## config.mk

```make
export PLATFORM = sky130hd
export DESIGN_NAME = tlbSetIndex
export DESIGN_NICKNAME = d
export VERILOG_FILES = /design/src/ringBusPkg.sv /design/src/tlbPkg.sv /design/src/tlbSetIndex.sv
export SDC_FILE = /design/constraint.sdc
export NUM_CORES = 1
export LEC_CHECK = 0
export BUFFER_PORTS_ARGS = -buffer_cell sky130_fd_sc_hd__buf_2
export CAP_MARGIN = 20
export CORE_AREA = 3 3 162 164
export CTS_BUF_LIST = sky130_fd_sc_hd__clkbuf_4 sky130_fd_sc_hd__clkbuf_8
export DETAILED_ROUTE_END_ITERATION = 7
export DIE_AREA = 0 0 165 167
export PLACE_DENSITY = 0.5
export SYNTH_ARGS = -nofsm -noshare
export SYNTH_HDL_FRONTEND = slang
export SYNTH_SLANG_ARGS = --single-unit
```

## constraint.sdc

```tcl
create_clock -name clock -period 11 [get_ports clock]
set_input_delay 0.55 -clock clock [delete_from_list [all_inputs] [get_ports clock]]
set_output_delay 0.55 -clock clock [all_outputs]
set_load 0.01 [all_outputs]
```

## src/ringBusPkg.sv

```systemverilog
// ~~~~~~~~~~~~~~~~~~~~
// ring bus types shared by the caches and the MMU
// opcodes, request and response layouts, fixed codes
// ~~~~~~~~~~~~~~~~~~~~
package ringBusPkg;

	typedef logic [47:0] virtAddr;
	typedef logic [47:0] physAddr;
	typedef logic [127:0] lineData;
	typedef logic [15:0] seqTag;
	typedef logic [15:0] excCode;

	// memory access group 9x/Ax, TLB commands in 8x
	typedef enum logic [7:0]
	{
		opIdle = 8'h00,
		opLoad = 8'h91,
		opStore = 8'hA1,
		opLdtlb = 8'h81,
		opInvtlb = 8'h82
	} busOp;

	// LDTLB carries the physical address in data[47:0]
	typedef struct packed
	{
		busOp op;
		seqTag seq;
		virtAddr addr;
		lineData data;
	} busRequest;

	typedef struct packed
	{
		busOp op;
		seqTag seq;
		physAddr addr;
		lineData data;
		excCode exc;
		virtAddr faultAddr;
	} busResponse;

	localparam excCode TlbMissExc = 16'hA001;
	// misses are steered to this page, keeping the 4K offset
	localparam physAddr MissPageAddr = 48'h010000;

	// top address nibble windows
	localparam logic [3:0] PhysWindowC = 4'hC;
	localparam logic [3:0] PhysWindowD = 4'hD;
	localparam logic [3:0] MmioWindow = 4'hF;

endpackage

```

## src/tlbPkg.sv

```systemverilog
// ~~~~~~~~~~~~~~~~~~~~
// translation buffer types
// page sizes, MMU control and entry layout
// ~~~~~~~~~~~~~~~~~~~~
package tlbPkg;

	typedef enum logic [1:0]
	{
		page4k = 2'd0,
		page16k = 2'd1,
		page64k = 2'd2
	} pageSize;

	typedef struct packed
	{
		logic enable;
		pageSize size;
	} mmuControl;

	// generation counter, bumped by INVTLB
	typedef logic [7:0] rover;

	// address bits 47..12
	typedef logic [35:0] pageNumber;

	typedef struct packed
	{
		rover gen;
		pageNumber virtPage;
		pageNumber physPage;
	} tlbEntry;

	// offset widths of the three page sizes
	localparam int PageShift4k = 12;
	localparam int PageShift16k = 14;
	localparam int PageShift64k = 16;

	// page number bits that fall inside a larger page
	localparam pageNumber PageMask4k = 36'h0;
	localparam pageNumber PageMask16k = 36'h3;
	localparam pageNumber PageMask64k = 36'hF;

endpackage

```

## src/tlbSetIndex.sv

```systemverilog
// ~~~~~~~~~~~~~~~~~~~~
// lookup stage of the TLB: picks the set for the ways
// and registers the request beside the way read
// ~~~~~~~~~~~~~~~~~~~~
`timescale 1ns/100ps

module tlbSetIndex
#(
	parameter int IndexBits = 6
)
(
	input logic clock,
	input logic reset,
	input logic hold,
	input ringBusPkg::busRequest request,
	input tlbPkg::mmuControl control,
	output ringBusPkg::busRequest stageRequest,
	output tlbPkg::mmuControl stageControl,
	output logic [IndexBits-1:0] readIndex
);

	if (IndexBits < 4 || IndexBits > 10)
	begin : badIndexBits
		$error("IndexBits must lie between 4 and 10");
	end

	// index bits sit just above the page offset
	always_comb
	begin
		case (control.size)
			tlbPkg::page16k:
				readIndex = request.addr[tlbPkg::PageShift16k +: IndexBits];
			tlbPkg::page64k:
				readIndex = request.addr[tlbPkg::PageShift64k +: IndexBits];
			default:
				readIndex = request.addr[tlbPkg::PageShift4k +: IndexBits];
		endcase
	end

	always_ff @(posedge clock)
	begin
		if (reset)
		begin
			stageRequest.op <= ringBusPkg::opIdle;
			stageControl <= '0;
		end
		else if (!hold)
		begin
			stageRequest <= request;
			stageControl <= control;
		end
	end

	// a request only comes with one of the three page sizes
	assert property (@(posedge clock) disable iff (reset)
		request.op != ringBusPkg::opIdle |->
		control.size inside {tlbPkg::page4k, tlbPkg::page16k, tlbPkg::page64k});

endmodule

```

==> impl_metrics.json <==
{
  "tns_ns": 0,
  "end_kind": "output port",
  "rsz0062_at_grt": "false",
  "ctsLongestPathBuffers": 3,
  "ir_worst_vdd_mv": 0.0690,
  "die_x_um": 165,
  "setup_viol": 0,
  "fin_crit_ns": 2.12,
  "numCtsBuffers": 36,
  "start_util_pct": 25.1,
  "wl_mm": 18.3,
  "cp-startpoint": "control[0]",
  "cts_resized": 0,
  "insertion_delay_ns": 0.49,
  "multi_input_area_um2": 285,
  "max_cap_violations": 0,
  "grt_pass1_wl_mm": 25.4,
  "num_vias": 4121,
  "clk_pin_slew_ns": 0.06,
  "area_growth_pct": 50.8,
  "final_cell_area_mm2": 0.00949,
  "drtPass1Iterations": 4,
  "die_h_um": 167,
  "slew_viol_final": 0,
  "netlist_instances": 251,
  "finalWorstSetupSlack_ns": 8.88,
  "synth_top_family_by_area": "multiplexers",
  "use_met1_pct": 13.0,
  "post-route-period-util_pct": 19.3,
  "syn-cell-area_mm2": 0.00629,
  "path_class": "input port to output port",
  "rr_startpoint": "stageRequest[199]$_SDFFE_PP0N_",
  "slew_headroom_pct": 18.1,
  "gr-usage-met3_pct": 5.27,
  "numPortBuffers": 414,
  "postRouteAntennaNets": 0,
  "synth_fp_nets": 459,
  "cp.arrival_ns": 1.57,
  "antenna_found_initial": 6,
  "rows": 58,
  "final_nets": 909,
  "hold_start": "request[88]",
  "yosys.area_share.adder_pct": 0.398,
  "place_area_mm2": 0.00878,
  "avgSynthCellArea_um2": 25.1,
  "overflow": 0,
  "max_freq_mhz": 471,
  "vias_per_cell": 3.91,
  "pre_cts_ws_ns": 8.82,
  "clock_sinks": 203,
  "post_cts_buffers": 0,
  "synth_seq_cells": 203,
  "crit_required_ns": 10.45,
  "synth_compound_gate_area_share_pct": 1.19,
  "synthSimpleGateAreaFrac_pct": 1.07,
  "synth_xor_area_share_pct": 0,
  "grt_pass1_vias": 4188,
  "root_buffer": "clkbuf_8",
  "grt_max_degree": 193,
  "hold_viol": 0,
  "critPathLaunchType": "input port",
  "drive_gt1_share_pct": 65.1,
  "cts_tree": "built",
  "pwr_density_cell_mw_per_mm2": 184,
  "outcome": "finished, final reports clean",
  "final_cells": 1054,
  "fin_skew_ns": 0,
  "ys_types": 12,
  "core-area_mm2": 0.0250,
  "ys_warn_count": 0,
  "dp.cells": 993,
  "worstMarginPinSlew_ns": 1.23,
  "drcViolationCount": 0,
  "fillers": 2443,
  "hp-class": "input port to register",
  "synthMuxAreaShare_pct": 1.75,
  "io_pins": 415,
  "p_leak_nw": 4.06,
  "grtUsageTotal_pct": 12.4,
  "met2_usage_pct": 21.2,
  "place_hpwl_mm": 13.7,
  "wl_per_cell_um": 17.3,
  "ys_seq_area_share_pct": 95.1,
  "regArea_mm2": 0.00599,
  "cts_hold_buf": 0,
  "place_congestion": 0.826,
  "die-area_mm2": 0.0276,
  "cts_max_level": 2,
  "dr.first_iter.drc_count": 265,
  "crit_path_max_fanout": 12,
  "top_usage_layer": "met2"
}
-- cell usage in the layout (no fill, tap or decap) --
master      Yosys  final
buf_2           1    414
edfxtp_1      192    192
clkbuf_8        0     40
mux2i_1        11     11
nor2_1         12     11
clkbuf_4        0     11
dfxtp_1        11     11
a22oi_1         6      6
nand2_1         6      6
o21ai_0         6      6
clkinv_1        0      5
inv_1           2      2
ha_1            2      2
clkinv_2        0      2
diode_2         0      1
nor2_4          0      1
clkinvlp_4      0      1
bufinv_16       0      1
buf_12          0      1
-- sequential cells by signal, summed over array words and instances, names as in the netlist --
signal / count
stageControl: 3
stageRequest: 200
-- cell families (layout without fill, tap and decap cells) --
kind of cell	Yosys count	count (layout)
AND/OR/NAND/NOR	18	18
other	0	1
multiplexers	11	11
flip-flops	203	203
AO/OA/AOI/OAI	12	12
buffers and inverters	5	477
adder cells (fa/ha/maj)	2	2
-- power by group --
part	internal [mW]	leakage [nW]	switching, mW	total, mW
combinational	0.0636	1.80	0.0819	0.146
clock	0.391	0.368	0.287	0.678
sequential	0.904	1.89	0.0127	0.917
-- worst max-delay path, stage by stage --
cell and delay (ns):
buf_2 0.13, inv_1 0.05, ha_1 0.42, o21ai_0 0.25, buf_2 0.17
-- synthesized netlist by cell type (all sizes together) --
master | n | share of area, %
ha | 2 | 0.40
buf | 2 | 0.26
clkbuf | 1 | 0.060
nand2 | 6 | 0.36
dfxtp | 11 | 3.5
nor2 | 12 | 0.72
inv | 2 | 0.12
a22oi | 6 | 0.72
o21ai | 6 | 0.48
edfxtp | 192 | 92
mux2i | 11 | 1.8
-- metrics by stage --
| step | power [mW] | utilization (%) | hold WS [ns] |
|---|---|---|---|
| after CTS | 1.78 | 37.9 | 0.173 |
| final | 1.74 | 37.9 | 0.221 |
| after floorplan | 0.990 | - | 0.535 |
| after global placement | 1.08 | 35.1 | 0.473 |
| after detailed placement | 1.08 | 35.1 | 0.482 |
| after global routing | 1.83 | 37.9 | 0.174 |
-- per-layer routing --
layer | up-vias | wire length (µm)
li1 | 1898 | -
met1 | 1898 | 6460
met2 | 246 | 9060
met3 | 69 | 1900
met4 | 10 | 767
met5 | - | 59
-- final timing paths --
path	end	slack (ns)	cells past startpoint
worst max-delay path	readIndex[5]	8.88	5
worst min-delay path	stageRequest[88]$_DFFE_PP_	0.22	1
worst max register to register	stageRequest[199]$_SDFFE_PP0N_	10.37	2
worst min register to register	stageRequest[198]$_SDFFE_PP0N_	0.50	2
-- final cells by class --
type                       instances  area share [%]
inverter                           2          0.0791
multi-input combinational         43            3.01
tap                              330            4.35
timing repair buffer             415            22.1
clock buffer                      51            6.67
antenna                            1          0.0264
sequential                       203            63.1
clock inverter                     9           0.699
Power figures use the tool's default switching activity.
