`config.mk`:
```
export PLATFORM = sky130hd
export DESIGN_NAME = tlbTranslate
export DESIGN_NICKNAME = d
export VERILOG_FILES = /design/src/ringBusPkg.sv /design/src/tlbPkg.sv /design/src/tlbTranslate.sv
export SDC_FILE = /design/constraint.sdc
export NUM_CORES = 1
export LEC_CHECK = 0
export ABC_AREA = 1
export BUFFER_PORTS_ARGS = -buffer_cell sky130_fd_sc_hd__buf_4
export CAP_MARGIN = 10
export CORE_AREA = 2 2 444 446
export CTS_CLUSTER_DIAMETER = 40
export DETAILED_ROUTE_END_ITERATION = 12
export DIE_AREA = 0 0 446 448
export PLACE_DENSITY = 0.3
export SLEW_MARGIN = 20
export SYNTH_ARGS = -nofsm -noshare
export SYNTH_HDL_FRONTEND = slang
export SYNTH_SLANG_ARGS = --single-unit
export TNS_END_PERCENT = 30
```
`constraint.sdc`:
```
create_clock -name clock -period 28.1 [get_ports clock]
set_clock_uncertainty 0.1 [all_clocks]
set_input_delay 1.405 -clock clock [delete_from_list [all_inputs] [get_ports clock]]
set_output_delay 1.405 -clock clock [all_outputs]
set_load 0.05 [all_outputs]
```
`src/ringBusPkg.sv`:
```
// ~~~~~~~~~~~~~~~~~~~~
// ring bus types shared by the caches and the MMU
// opcodes, request and response layouts, fixed codes
// ~~~~~~~~~~~~~~~~~~~~
package ringBusPkg;

	typedef logic [47:0] virtAddr;
	typedef logic [47:0] physAddr;
	typedef logic [127:0] lineData;
	typedef logic [15:0] seqTag;
	typedef logic [15:0] excCode;

	// memory access group 9x/Ax, TLB commands in 8x
	typedef enum logic [7:0]
	{
		opIdle = 8'h00,
		opLoad = 8'h91,
		opStore = 8'hA1,
		opLdtlb = 8'h81,
		opInvtlb = 8'h82
	} busOp;

	// LDTLB carries the physical address in data[47:0]
	typedef struct packed
	{
		busOp op;
		seqTag seq;
		virtAddr addr;
		lineData data;
	} busRequest;

	typedef struct packed
	{
		busOp op;
		seqTag seq;
		physAddr addr;
		lineData data;
		excCode exc;
		virtAddr faultAddr;
	} busResponse;

	localparam excCode TlbMissExc = 16'hA001;
	// misses are steered to this page, keeping the 4K offset
	localparam physAddr MissPageAddr = 48'h010000;

	// top address nibble windows
	localparam logic [3:0] PhysWindowC = 4'hC;
	localparam logic [3:0] PhysWindowD = 4'hD;
	localparam logic [3:0] MmioWindow = 4'hF;

endpackage

```
`src/tlbPkg.sv`:
```
// ~~~~~~~~~~~~~~~~~~~~
// translation buffer types
// page sizes, MMU control and entry layout
// ~~~~~~~~~~~~~~~~~~~~
package tlbPkg;

	typedef enum logic [1:0]
	{
		page4k = 2'd0,
		page16k = 2'd1,
		page64k = 2'd2
	} pageSize;

	typedef struct packed
	{
		logic enable;
		pageSize size;
	} mmuControl;

	// generation counter, bumped by INVTLB
	typedef logic [7:0] rover;

	// address bits 47..12
	typedef logic [35:0] pageNumber;

	typedef struct packed
	{
		rover gen;
		pageNumber virtPage;
		pageNumber physPage;
	} tlbEntry;

	// offset widths of the three page sizes
	localparam int PageShift4k = 12;
	localparam int PageShift16k = 14;
	localparam int PageShift64k = 16;

	// page number bits that fall inside a larger page
	localparam pageNumber PageMask4k = 36'h0;
	localparam pageNumber PageMask16k = 36'h3;
	localparam pageNumber PageMask64k = 36'hF;

endpackage

```
`src/tlbTranslate.sv`:
```
// ~~~~~~~~~~~~~~~~~~~~
// translate stage: picks the hitting way, forms the
// outgoing address and writes the set back reordered
// ~~~~~~~~~~~~~~~~~~~~
`timescale 1ns/100ps

module tlbTranslate
(
	input logic clock,
	input logic reset,
	input logic hold,
	input ringBusPkg::busRequest stageRequest,
	input tlbPkg::mmuControl stageControl,
	input logic [3:0] wayHit,
	input tlbPkg::tlbEntry [3:0] wayEntry,
	output logic [3:0] writeEnable,
	output tlbPkg::tlbEntry [3:0] writeEntry,
	output tlbPkg::rover currentRover,
	output ringBusPkg::busResponse response
);

	logic isAccess;
	logic isLdtlb;
	logic isInvtlb;
	logic inPhysWindow;
	logic inMmioWindow;
	logic translateOn;
	logic hitAny;
	logic [1:0] hitWay;
	tlbPkg::tlbEntry hitEntry;
	tlbPkg::tlbEntry loadEntry;
	ringBusPkg::physAddr formedAddr;
	ringBusPkg::busResponse nextResponse;

	assign isAccess = (stageRequest.op == ringBusPkg::opLoad) ||
		(stageRequest.op == ringBusPkg::opStore);
	assign isLdtlb = (stageRequest.op == ringBusPkg::opLdtlb);
	assign isInvtlb = (stageRequest.op == ringBusPkg::opInvtlb);

	assign inPhysWindow = (stageRequest.addr[47:44] == ringBusPkg::PhysWindowC) ||
		(stageRequest.addr[47:44] == ringBusPkg::PhysWindowD);
	assign inMmioWindow = (stageRequest.addr[47:44] == ringBusPkg::MmioWindow);

	// only plain loads and stores outside the windows translate
	assign translateOn = stageControl.enable && isAccess && !inPhysWindow && !inMmioWindow;

	// lowest hitting way wins
	always_comb
	begin
		hitWay = 2'd0;
		for (int i = 3; i >= 0; i--)
		begin
			if (wayHit[i])
				hitWay = 2'(i);
		end
	end

	assign hitAny = |wayHit;
	assign hitEntry = wayEntry[hitWay];

	always_comb
	begin
		formedAddr = {hitEntry.physPage, stageRequest.addr[tlbPkg::PageShift4k-1:0]};
		if (stageControl.size != tlbPkg::page4k)
			formedAddr[13:12] = stageRequest.addr[13:12];
		if (stageControl.size == tlbPkg::page64k)
			formedAddr[15:14] = stageRequest.addr[15:14];
		// low physical pages are reached through window C
		if (formedAddr[47:44] == 4'h0)
			formedAddr[47:44] = ringBusPkg::PhysWindowC;
	end

	always_comb
	begin
		nextResponse.op = stageRequest.op;
		nextResponse.seq = stageRequest.seq;
		nextResponse.addr = stageRequest.addr;
		nextResponse.data = stageRequest.data;
		nextResponse.exc = '0;
		nextResponse.faultAddr = '0;
		if (stageControl.enable && isAccess && inPhysWindow)
			nextResponse.addr[47:44] = ringBusPkg::PhysWindowC;
		if (translateOn && hitAny)
			nextResponse.addr = formedAddr;
		else if (translateOn)
		begin
			// miss goes to the handler page with the 4K offset
			nextResponse.addr = {ringBusPkg::MissPageAddr[47:12],
				stageRequest.addr[tlbPkg::PageShift4k-1:0]};
			nextResponse.exc = ringBusPkg::TlbMissExc;
			nextResponse.faultAddr = stageRequest.addr;
		end
	end

	assign loadEntry.gen = currentRover;
	assign loadEntry.virtPage = stageRequest.addr[47:tlbPkg::PageShift4k];
	assign loadEntry.physPage = stageRequest.data[47:tlbPkg::PageShift4k];

	always_comb
	begin
		writeEnable = '0;
		writeEntry = wayEntry;
		if (isLdtlb)
		begin
			// new entry in front, way 3 falls out
			writeEnable = 4'hF;
			writeEntry[0] = loadEntry;
			for (int i = 1; i < 4; i++)
				writeEntry[i] = wayEntry[i-1];
		end
		else if (translateOn && hitAny && hitWay != 2'd0)
		begin
			// move to front, ways above the hit slide down
			writeEnable[0] = 1'b1;
			writeEntry[0] = hitEntry;
			for (int i = 1; i < 4; i++)
			begin
				if (i <= int'(hitWay))
				begin
					writeEnable[i] = 1'b1;
					writeEntry[i] = wayEntry[i-1];
				end
			end
		end
		if (hold)
			writeEnable = '0;
	end

	always_ff @(posedge clock)
	begin
		if (reset)
			currentRover <= '0;
		else if (!hold && isInvtlb)
			currentRover <= currentRover + 8'd1;
	end

	always_ff @(posedge clock)
	begin
		if (reset)
		begin
			response.op <= ringBusPkg::opIdle;
			response.exc <= '0;
		end
		else if (!hold)
			response <= nextResponse;
	end

	// a page never sits in two ways of one set
	assert property (@(posedge clock) disable iff (reset) $onehot0(wayHit));

endmodule

```
==> results of run 1 <==
cell usage in the layout, fill, tap and decap left out, types with 13 or more instances in the layout:
master     Yosys  routed
a21oi_1       58      58
buf_4         34    1140
clkbuf_16      0      70
conb_1         1      13
dfxtp_1       17      17
diode_2        0      22
edfxtp_1     240     240
inv_1        270     269
nand2_1      631     629
nand3_1      180     180
nor2_1       177     175
o21ai_0      289     288
o21ai_1       65      66
o22ai_1       15      15
worst min-delay path, cell delays in order, from the launching register on:
cell and delay [ns]:
dfxtp_1 0.30, nand2_1 0.06, a21oi_1 0.06
stage by stage:
| step | worst slack [ns] | util (%) |
|---|---|---|
| floorplan | 15.59 | - |
| global placement | 20.36 | 13.8 |
| CTS | 20.52 | 15.0 |
| finish | 20.69 | 15.0 |
| global route | 20.45 | 15.0 |
| detailed placement | 20.54 | 13.8 |
cell type report:
cell class              count  area share (%)
inverters                 280            3.63
multi-input cells        1459            22.1
clock buffers              79            6.16
flip-flops and latches    257            25.9
well taps                2542            10.9
diodes                     22           0.189
repair buffers           1141            29.4
clock inverters            44            1.69
kinds of logic after synthesis:
kind of cell             share of synthesized area [%]
flip-flops                                        47.9
AO/OA/AOI/OAI                                     13.9
AND/OR/NAND/NOR                                   26.1
adder cells (fa/ha/maj)                         0.0794
buffers and inverters                             11.9
other                                           0.0238
XOR/XNOR                                        0.0556
routing by layer:
metal | global-route usage [%] | vias to the layer above | part of all wire, %
met5 | 0 | - | 0
met4 | 6.73 | 0 | 3.6
met3 | 3.21 | 180 | 5.3
met2 | 32.0 | 904 | 55
met1 | 17.7 | 9888 | 36
li1 | - | 9118 | -
flip-flops by register name, indices dropped and copies added, names as in the netlist:
| signal | count |
|---|---|
| currentRover | 8 |
| response | 249 |
final timing paths:
path         slack (ns)  cells past startpoint               to
min                0.37                      2    response[257]
min reg2reg        0.37                      2    response[257]
max reg2reg       26.36                      6  currentRover[4]
max               20.69                     14  writeEntry[275]
power groups by stage:
stage | sequential [mW] | clock (mW) | combinational [mW]
CTS | 0.453 | 0.825 | 0.481
finish | 0.453 | 0.799 | 0.472
floorplan | 0.547 | 0 | 0.159
global placement | 0.460 | 0 | 0.482
detailed placement | 0.460 | 0 | 0.480
global route | 0.455 | 0.840 | 0.491
synthesized netlist by cell type (3+ instances only):
| cell | number |
|---|---|
| nand2_1 | 631 |
| o21ai_0 | 289 |
| inv_1 | 270 |
| edfxtp_1 | 240 |
| nand3_1 | 180 |
| nor2_1 | 177 |
| o21ai_1 | 65 |
| clkbuf_1 | 59 |
| a21oi_1 | 58 |
| buf_2 | 40 |
| buf_4 | 34 |
| dfxtp_1 | 17 |
| o22ai_1 | 15 |
| buf_6 | 12 |
| inv_2 | 9 |
| nand2_2 | 7 |
| buf_1 | 5 |
| nand4_1 | 4 |
| nand3b_1 | 3 |
| nor2_4 | 3 |
| nor3_1 | 3 |
| o211ai_1 | 3 |
==> flow_summary.toml, run 1 <==
[hold_path]
hp-start = "response[257]"
min_path_type = "reg2reg"

[floorplanning]
ios = 1126
die-area_um2 = 200000
num_rows = 162
initial_utilization_pct = 8.10
dieWidth_um = 446
fp.coreArea_um2 = 195000
die_h_um = 448

[placed_design]
postPlaceCellArea_um2 = 26800
port_buffers = 1112
gp_congestion = 0.906
dp_cells = 5679
hpwl_mm = 146

[clocking]
clock_latency_ns = 0.65
root_buffer = "clkbuf_16"
cts_max_path_buffers = 3
cts_sinks = 257
post_cts_buffers = 0
clk_pin_slew_ns = 0.04
h-tree-depth = 3
cts_buffers = 69
cts_hold_buf = 0
cts_tree = "built"
postCtsResizedCells = 0

[synth]
synth_cell_types = 32
seq_area_frac_synth_pct = 47.9
synth_ff_type = "edfxtp_1"
async_flop_share_pct = 0
ys_seq_elements = 257
yosysWarnings = 0
synthCells = 2134
synth_area_leaders = "edfxtp_1 (46%), nand2_1 (15%), o21ai_0 (9.2%)"
syn-cell-area_um2 = 15800
synth_edf_count = 240
syn_area_per_cell_um2 = 7.39
synth_top_cell_area_share_pct = 45.7
synth.largest_area_cell = "edfxtp_1"

[layout]
multi_input_area_um2 = 6450
regArea_um2 = 7550
drive_gt1_share_pct = 39.1
layoutNonFillerInstCount = 5824
fin_nets = 3739
nFillCells = 22500
synthToLayoutAreaGrowth_pct = 85.0
fin_area_um2 = 29200

[global_routing]
antenna_found_initial = 43
grt_pass1_wl_mm = 215
grt_pass1_vias = 19900
overflow = 0
grt_use_total_pct = 16.7
grt_max_degree = 94

[drt]
route.detailed.drc = 0
num_vias = 20100
wl_per_cell_um = 30.0
ant_nets = 0
routed_wl_mm = 175
dr.pass1.iters = 5
drt-initial-drc-count = 1362
routed_via_density = 3.45

[worst_setup_path]
critPathBufInv = 5
startpoint = "stageRequest[194]"
cp_max_fo = 47
crit_slowest_cell = "nor2_4"
critPathKind = "in2out"
start_kind = "primary input"
crit_path_frequent_cell = "buf_4"
end_kind = "output port"
worstPathCellList = "buf_4 > inv_1 > nand2_1 > nor2_1 > nand3_1 > nor2_4 > nand2_4 > inv_2 > nand3_4 > nand2_4 > buf_4 > nand2_1 > o21ai_1 > buf_4"
cp.arrival_ns = 5.90
critical-path-max-stage-delay_ns = 0.83
r2r_start = "currentRover[0]"
cp_top_family = "simple AND/OR/NAND/NOR gates"
cp.required_ns = 26.59

[pwr]
seqPwrFrac_pct = 26.3
vdd_drop_max_uv = 42.4
p_per_area_nw_per_um2 = 59.1
power_mw = 1.72
p_leak_nw = 13.0
power_frac_comb_pct = 27.4
p_int_mw = 1.11
p_clk_share_pct = 46.4
p_sw_uw = 616
switching_share_pct = 35.7

[sta]
timing.fmax_mhz = 135
slew_viol_final = 0
fin_crit_ns = 7.41
setup_viol = 0
rsz0062_at_grt = "false"
tns_ns = 0
tightest_slew_ns = 0.981
fin_crit_sh_pct = 26.4
holdWs_ns = 0.365
finalHoldViolations = 0
relSlewSlack_pct = 34.6

[outcome]
outcome = "completed"

[run]
maxCapViolCount = 0
No activity file was read; power rests on OpenSTA's default activity.
==> run 2, diff against run 1 <==
--- a/config.mk
+++ b/config.mk
@@ -5,13 +5,13 @@
 export SDC_FILE = /design/constraint.sdc
 export NUM_CORES = 1
 export LEC_CHECK = 0
-export ABC_AREA = 1
+export ABC_AREA = 0
 export BUFFER_PORTS_ARGS = -buffer_cell sky130_fd_sc_hd__buf_4
 export CAP_MARGIN = 10
-export CORE_AREA = 2 2 444 446
+export CORE_AREA = 2 2 434 436
 export CTS_CLUSTER_DIAMETER = 40
 export DETAILED_ROUTE_END_ITERATION = 12
-export DIE_AREA = 0 0 446 448
+export DIE_AREA = 0 0 436 438
 export PLACE_DENSITY = 0.3
 export SLEW_MARGIN = 20
 export SYNTH_ARGS = -nofsm -noshare
==> constraint.sdc (replaced) <==
create_clock -name clock -period 7.46 [get_ports clock]
set_clock_uncertainty 0.1 [all_clocks]
set_input_delay 0.373 -clock clock [delete_from_list [all_inputs] [get_ports clock]]
set_output_delay 0.373 -clock clock [all_outputs]
set_load 0.05 [all_outputs]
==> flow_summary.toml, run 2 <==
[layout]
largest_reg_flops = 249
multi_input_area_um2 = 6920
layout_commonest_cell = "buf_4"
regArea_um2 = 7550
drive_gt1_share_pct = 55.2
largest_register = "response"
reg_top3 = "response: 249 flops, currentRover: 8 flops"
fin_nets = 3224
nFillCells = 21100
synthToLayoutAreaGrowth_pct = 109
layout_common_cells = "buf_4 (1144), nand2_1 (280), edfxtp_1 (240)"

[sta]
fin_crit_ns = 4.89
holdWs_ns = 0.0456
setup_viol = 0
finalHoldViolations = 0
rsz0062_at_grt = "false"
tns_ns = 0
slew_viol_final = 0
timing.fmax_mhz = 205
fin_crit_sh_pct = 65.5
worst_slack_ns = 2.57
tightest_slew_ns = 1.00
relSlewSlack_pct = 32.9

[pwr]
p_per_area_nw_per_um2 = 229
vdd_drop_max_uv = 151
p_leak_nw = 13.4
power_mw = 7.18

[floorplanning]
die_h_um = 438
initial_utilization_pct = 8.04
num_rows = 159
ios = 1126
dieWidth_um = 436
fp.coreArea_um2 = 187000
die-area_um2 = 191000

[synth]
synth_edf_count = 240
async_flop_share_pct = 0
synthTopCellsByCount = "nand2_1 (280), edfxtp_1 (240), mux2_2 (230)"
synth_area_leaders = "edfxtp_1 (48%), mux2_2 (17%), nand2_1 (7.0%)"
synth_cell_types = 48
yosysWarnings = 0
synth_top_cell_area_share_pct = 48.0
syn-cell-area_um2 = 15000
seq_area_frac_synth_pct = 50.3
synth.largest_area_cell = "edfxtp_1"
synth_ff_type = "edfxtp_1"
syn_area_per_cell_um2 = 11.1
ys_seq_elements = 257
synthCells = 1357
yosysMostFrequentCell = "nand2_1"

[drt]
dr.pass1.iters = 5
ant_nets = 0
wl_per_cell_um = 29.3
routed_via_density = 3.35
routed_wl_mm = 155
route.detailed.drc = 0
drt-initial-drc-count = 997
num_vias = 17700

[run]
maxCapViolCount = 0

[clocking]
cts_max_path_buffers = 3
cts_tree = "built"
cts_buffers = 86
clk_pin_slew_ns = 0.04
clock_latency_ns = 0.69
post_cts_buffers = 0
root_buffer = "clkbuf_16"
cts_sinks = 257
postCtsResizedCells = 0
h-tree-depth = 3

[worst_setup_path]
worstSetupEndpoint = "writeEntry[261]"
crit_path_frequent_cell = "buf_4"
start_kind = "primary input"
cp.arrival_ns = 4.42
crit_slowest_cell = "nor2_4"
startpoint = "stageRequest[174]"
critical-path-max-stage-delay_ns = 0.73
reg2reg_to = "response[262]"
end_kind = "output port"
cp_max_fo = 38
r2r_cells = 4
cp.required_ns = 6.99
rrSetupSlack_ns = 5.61
worstPathCellList = "dlygate4sd3_1 > buf_4 > nand2_1 > o2111ai_4 > buf_4 > nor4_2 > nor2_4 > buf_4 > mux2_2 > buf_4"
critPathKind = "in2out"
r2r_start = "response[262]"

[global_routing]
grt_use_total_pct = 15.4
overflow = 0
grt_pass1_vias = 18100
grt_max_degree = 126
antenna_found_initial = 26
grt_pass1_wl_mm = 193

[placed_design]
hpwl_mm = 128
port_buffers = 1112
gp_congestion = 0.901
pre_cts_slack_ns = 3.03

[hold_path]
min_path_type = "in2reg"

[outcome]
outcome = "completed"
[run 2: how the worst min path moves through the flow]
stage                     to  depth (start not counted)         startpoint
4_1_cts        response[206]                          3    stageControl[1]
3_5_place_dp   response[257]                          2      response[257]
2_1_floorplan  response[100]                          0   stageRequest[36]
3_3_place_gp   response[256]                          2      response[256]
5_1_grt         response[39]                          2  stageRequest[167]
6_report       response[228]                          3  stageRequest[164]
[run 2: routing by layer]
metal  global-route usage, %  up-vias  share of wire (%)
met5                       0        -             0.0084
li1                        -     7781                  -
met2                    28.8      847                 53
met4                    4.86        2                2.5
met1                    16.8     8900                 37
met3                    4.28      149                6.7
[run 2: timing repair]
item,4_1_cts,5_1_grt
endpoints found under the hold margin,238,0
hold buffers,211,0
endpoints found under the setup margin,0,0
[run 2: logic make-up (layout without fill, tap and decap cells)]
kind of cell               Yosys count  count (layout)  share of synthesized area, %
and+or+nand+nor                    387             387                          11.2
muxes                              303             303                          22.3
AOI/OAI and AO/OA                  270             270                          11.0
DFF                                257             257                          50.3
buffers and inverters              131            1523                          4.71
xor gates and xnor gates             7               7                         0.408
adders and majority gates            1               1                        0.0833
other                                1              28                        0.0250
[run 2: report_power, final]
part,internal (mW),total [mW],switching (mW)
combinational,0.618,1.88,1.26
clock,2.44,3.59,1.15
sequential,1.68,1.71,0.0281
total,4.74,7.18,2.45
[run 2: final cells by class]
cell class,instances,share of cell area [%]
clock buffer,109,7.25
timing repair buffer,1360,34.5
multi-input combinational,981,22.1
clock inverter,47,1.87
antenna,15,0.120
inverter,7,0.0839
sequential,257,24.1
tap,2495,9.97
[run 2: critical path, delay by kind of cell]
kind            cells  cell delay [ns]
buf+inv             5             2.21
simple gates        3             1.01
compound gates      1             0.21
mux                 1             0.42
[run 2: per-stage QoR]
stage / util (%) / instance area (µm²) / instances
after detailed placement: 14.1 / 26300 / 4889
after global routing: 16.8 / 31300 / 5259
after global placement: 14.1 / 26300 / 4889
after CTS: 16.8 / 31300 / 5256
final: 16.8 / 31300 / 5271
after floorplan: - / 15100 / 1369
==> run 3, diff against run 2 <==
--- a/config.mk
+++ b/config.mk
@@ -5,13 +5,13 @@
 export SDC_FILE = /design/constraint.sdc
 export NUM_CORES = 1
 export LEC_CHECK = 0
-export ABC_AREA = 0
+export ABC_AREA = 1
 export BUFFER_PORTS_ARGS = -buffer_cell sky130_fd_sc_hd__buf_4
 export CAP_MARGIN = 10
-export CORE_AREA = 2 2 434 436
+export CORE_AREA = 2 2 443 445
 export CTS_CLUSTER_DIAMETER = 40
 export DETAILED_ROUTE_END_ITERATION = 12
-export DIE_AREA = 0 0 436 438
+export DIE_AREA = 0 0 445 447
 export PLACE_DENSITY = 0.3
 export SLEW_MARGIN = 20
 export SYNTH_ARGS = -nofsm -noshare
==> constraint.sdc (replaced) <==
create_clock -name clock -period 4.1 [get_ports clock]
set_clock_uncertainty 0.1 [all_clocks]
set_input_delay 0.205 -clock clock [delete_from_list [all_inputs] [get_ports clock]]
set_output_delay 0.205 -clock clock [all_outputs]
set_load 0.05 [all_outputs]
==> flow_summary.toml, run 3 (synthesis gave the netlist of run 1 again) <==
[outcome]
outcome = "completed"

[clocking]
cts_buffers = 67
root_buffer = "clkbuf_16"
clk_pin_slew_ns = 0.04
clock_latency_ns = 0.65
cts_tree = "built"
h-tree-depth = 3
cts_max_path_buffers = 3
post_cts_buffers = 0
cts_sinks = 257

[worst_setup_path]
reg2reg_to = "currentRover[6]"
end_kind = "output port"
rrSetupSlack_ns = 2.41
cp.arrival_ns = 3.62
r2r_start = "currentRover[0]"
cp_max_fo = 115
start_kind = "primary input"
r2r_cells = 6
cp.required_ns = 3.80
critPathKind = "in2out"

[sta]
slew_viol_final = 0
timing.fmax_mhz = 255
rsz0062_at_grt = "false"
relSlewSlack_pct = 36.9
holdWs_ns = 0.0636
worst_slack_ns = 0.171
finalHoldViolations = 0
fin_crit_sh_pct = 95.8
setup_viol = 0
fin_crit_ns = 3.93
tightest_slew_ns = 0.946

[placed_design]
pre_cts_slack_ns = 0.130
dp_cells = 5715
port_buffers = 1112
postPlaceCellArea_um2 = 27200
gp_congestion = 0.927
hpwl_mm = 143

[pwr]
p_leak_nw = 14.0
p_per_area_nw_per_um2 = 372
vdd_drop_max_uv = 294

[floorplanning]
num_rows = 162
die-area_um2 = 199000
ios = 1126
die_h_um = 447
initial_utilization_pct = 8.12
fp.coreArea_um2 = 194000
dieWidth_um = 445

[global_routing]
grt_use_total_pct = 16.5
grt_pass1_vias = 20800
grt_max_degree = 116
grt_pass1_wl_mm = 212
overflow = 0
antenna_found_initial = 33

[layout]
largest_register = "response"
multi_input_area_um2 = 6460
utilization_pct = 16.2
fin_nets = 3984
synthToLayoutAreaGrowth_pct = 100
drive_gt1_share_pct = 37.3
layout_common_cells = "buf_4 (1165), nand2_1 (629), o21ai_0 (287)"
fin_area_um2 = 31600
layout_commonest_cell = "buf_4"
largest_reg_flops = 249
nFillCells = 22300
reg_top3 = "response: 249 flops, currentRover: 8 flops"
regArea_um2 = 7550
layoutNonFillerInstCount = 6063

[drt]
routed_wl_mm = 171
drt-initial-drc-count = 1293
dr.pass1.iters = 7
ant_nets = 0
wl_per_cell_um = 28.3
num_vias = 20800
route.detailed.drc = 0
routed_via_density = 3.43

[hold_path]
min_to = "response[237]"
hold_depth = 7
min_path_type = "in2reg"
hp-start = "wayEntry[193]"

[run]
maxCapViolCount = 0
[run 3: cell count changes in the layout (fill, tap and decap cells not counted), moves of 32 or more]
cell     previous run  this run
and3_1             50         0
inv_1               7       269
nor2_1             25       175
a22oi_1            32         0
o21ai_1             0        67
nand3_1             1       180
o21ai_0            70       287
mux2i_1            71         0
o22ai_1            88        15
mux2_2            230         0
nand2_1           280       629
[run 3: per-stage QoR]
step / total power [mW] / TNS, ns
after floorplan: 4.81 / -71.04
after global placement: 6.49 / 0
after detailed placement: 6.48 / 0
after CTS: 12.0 / 0
after global routing: 12.2 / 0
final: 11.7 / 0
[run 3: how the worst max path moves through the flow]
stage,startpoint,endpoint,slack [ns],depth (start not counted)
finish,stageRequest[173],writeEntry[41],0.17,10
global route,stageRequest[193],writeEntry[36],0.04,13
CTS,stageRequest[174],writeEntry[36],0.09,11
detailed placement,stageRequest[193],writeEntry[36],0.13,13
global placement,stageRequest[193],writeEntry[36],0.13,13
floorplan,hold,response[0],-0.30,2
[run 3: repair_timing]
item,in CTS,in global routing
hold buffers,211,0
endpoints found under the hold margin,254,0
resized for setup,0,0
[run 3: layout make-up]
type / count / share of cell area, %
timing repair buffer: 1388 / 35.2
sequential: 257 / 23.9
multi-input combinational: 1459 / 20.5
tap: 2542 / 10.1
clock buffer: 79 / 5.62
inverter: 280 / 3.35
clock inverter: 43 / 1.25
antenna: 15 / 0.119
[run 3: critical path, cell delays in order]
cell and delay [ns]:
dlygate4sd3_1 0.57, buf_4 0.20, a21oi_1 0.12, nor2_4 0.17, nand2_4 0.08, nor2_4 0.70
nor2_4 0.07, buf_12 0.28, a21oi_1 0.70, buf_4 0.33
[run 3: layer usage]
| metal | wire length, µm | track usage [%] | part of all wire [%] | up-vias |
|---|---|---|---|---|
| met5 | 46 | 0 | 0.027 | - |
| met3 | 12400 | 4.64 | 7.2 | 207 |
| met4 | 8180 | 8.17 | 4.8 | 8 |
| li1 | - | - | - | 9607 |
| met1 | 60600 | 17.0 | 35 | 10000 |
| met2 | 90200 | 30.3 | 53 | 948 |
[run 3: report_power, final]
part / leakage (nW) / total, mW / internal (mW) / switching, mW
sequential: 2.33 / 3.11 / 3.05 / 0.0525
clock: 1.05 / 5.19 / 3.26 / 1.92
combinational: 10.6 / 3.46 / 1.06 / 2.39
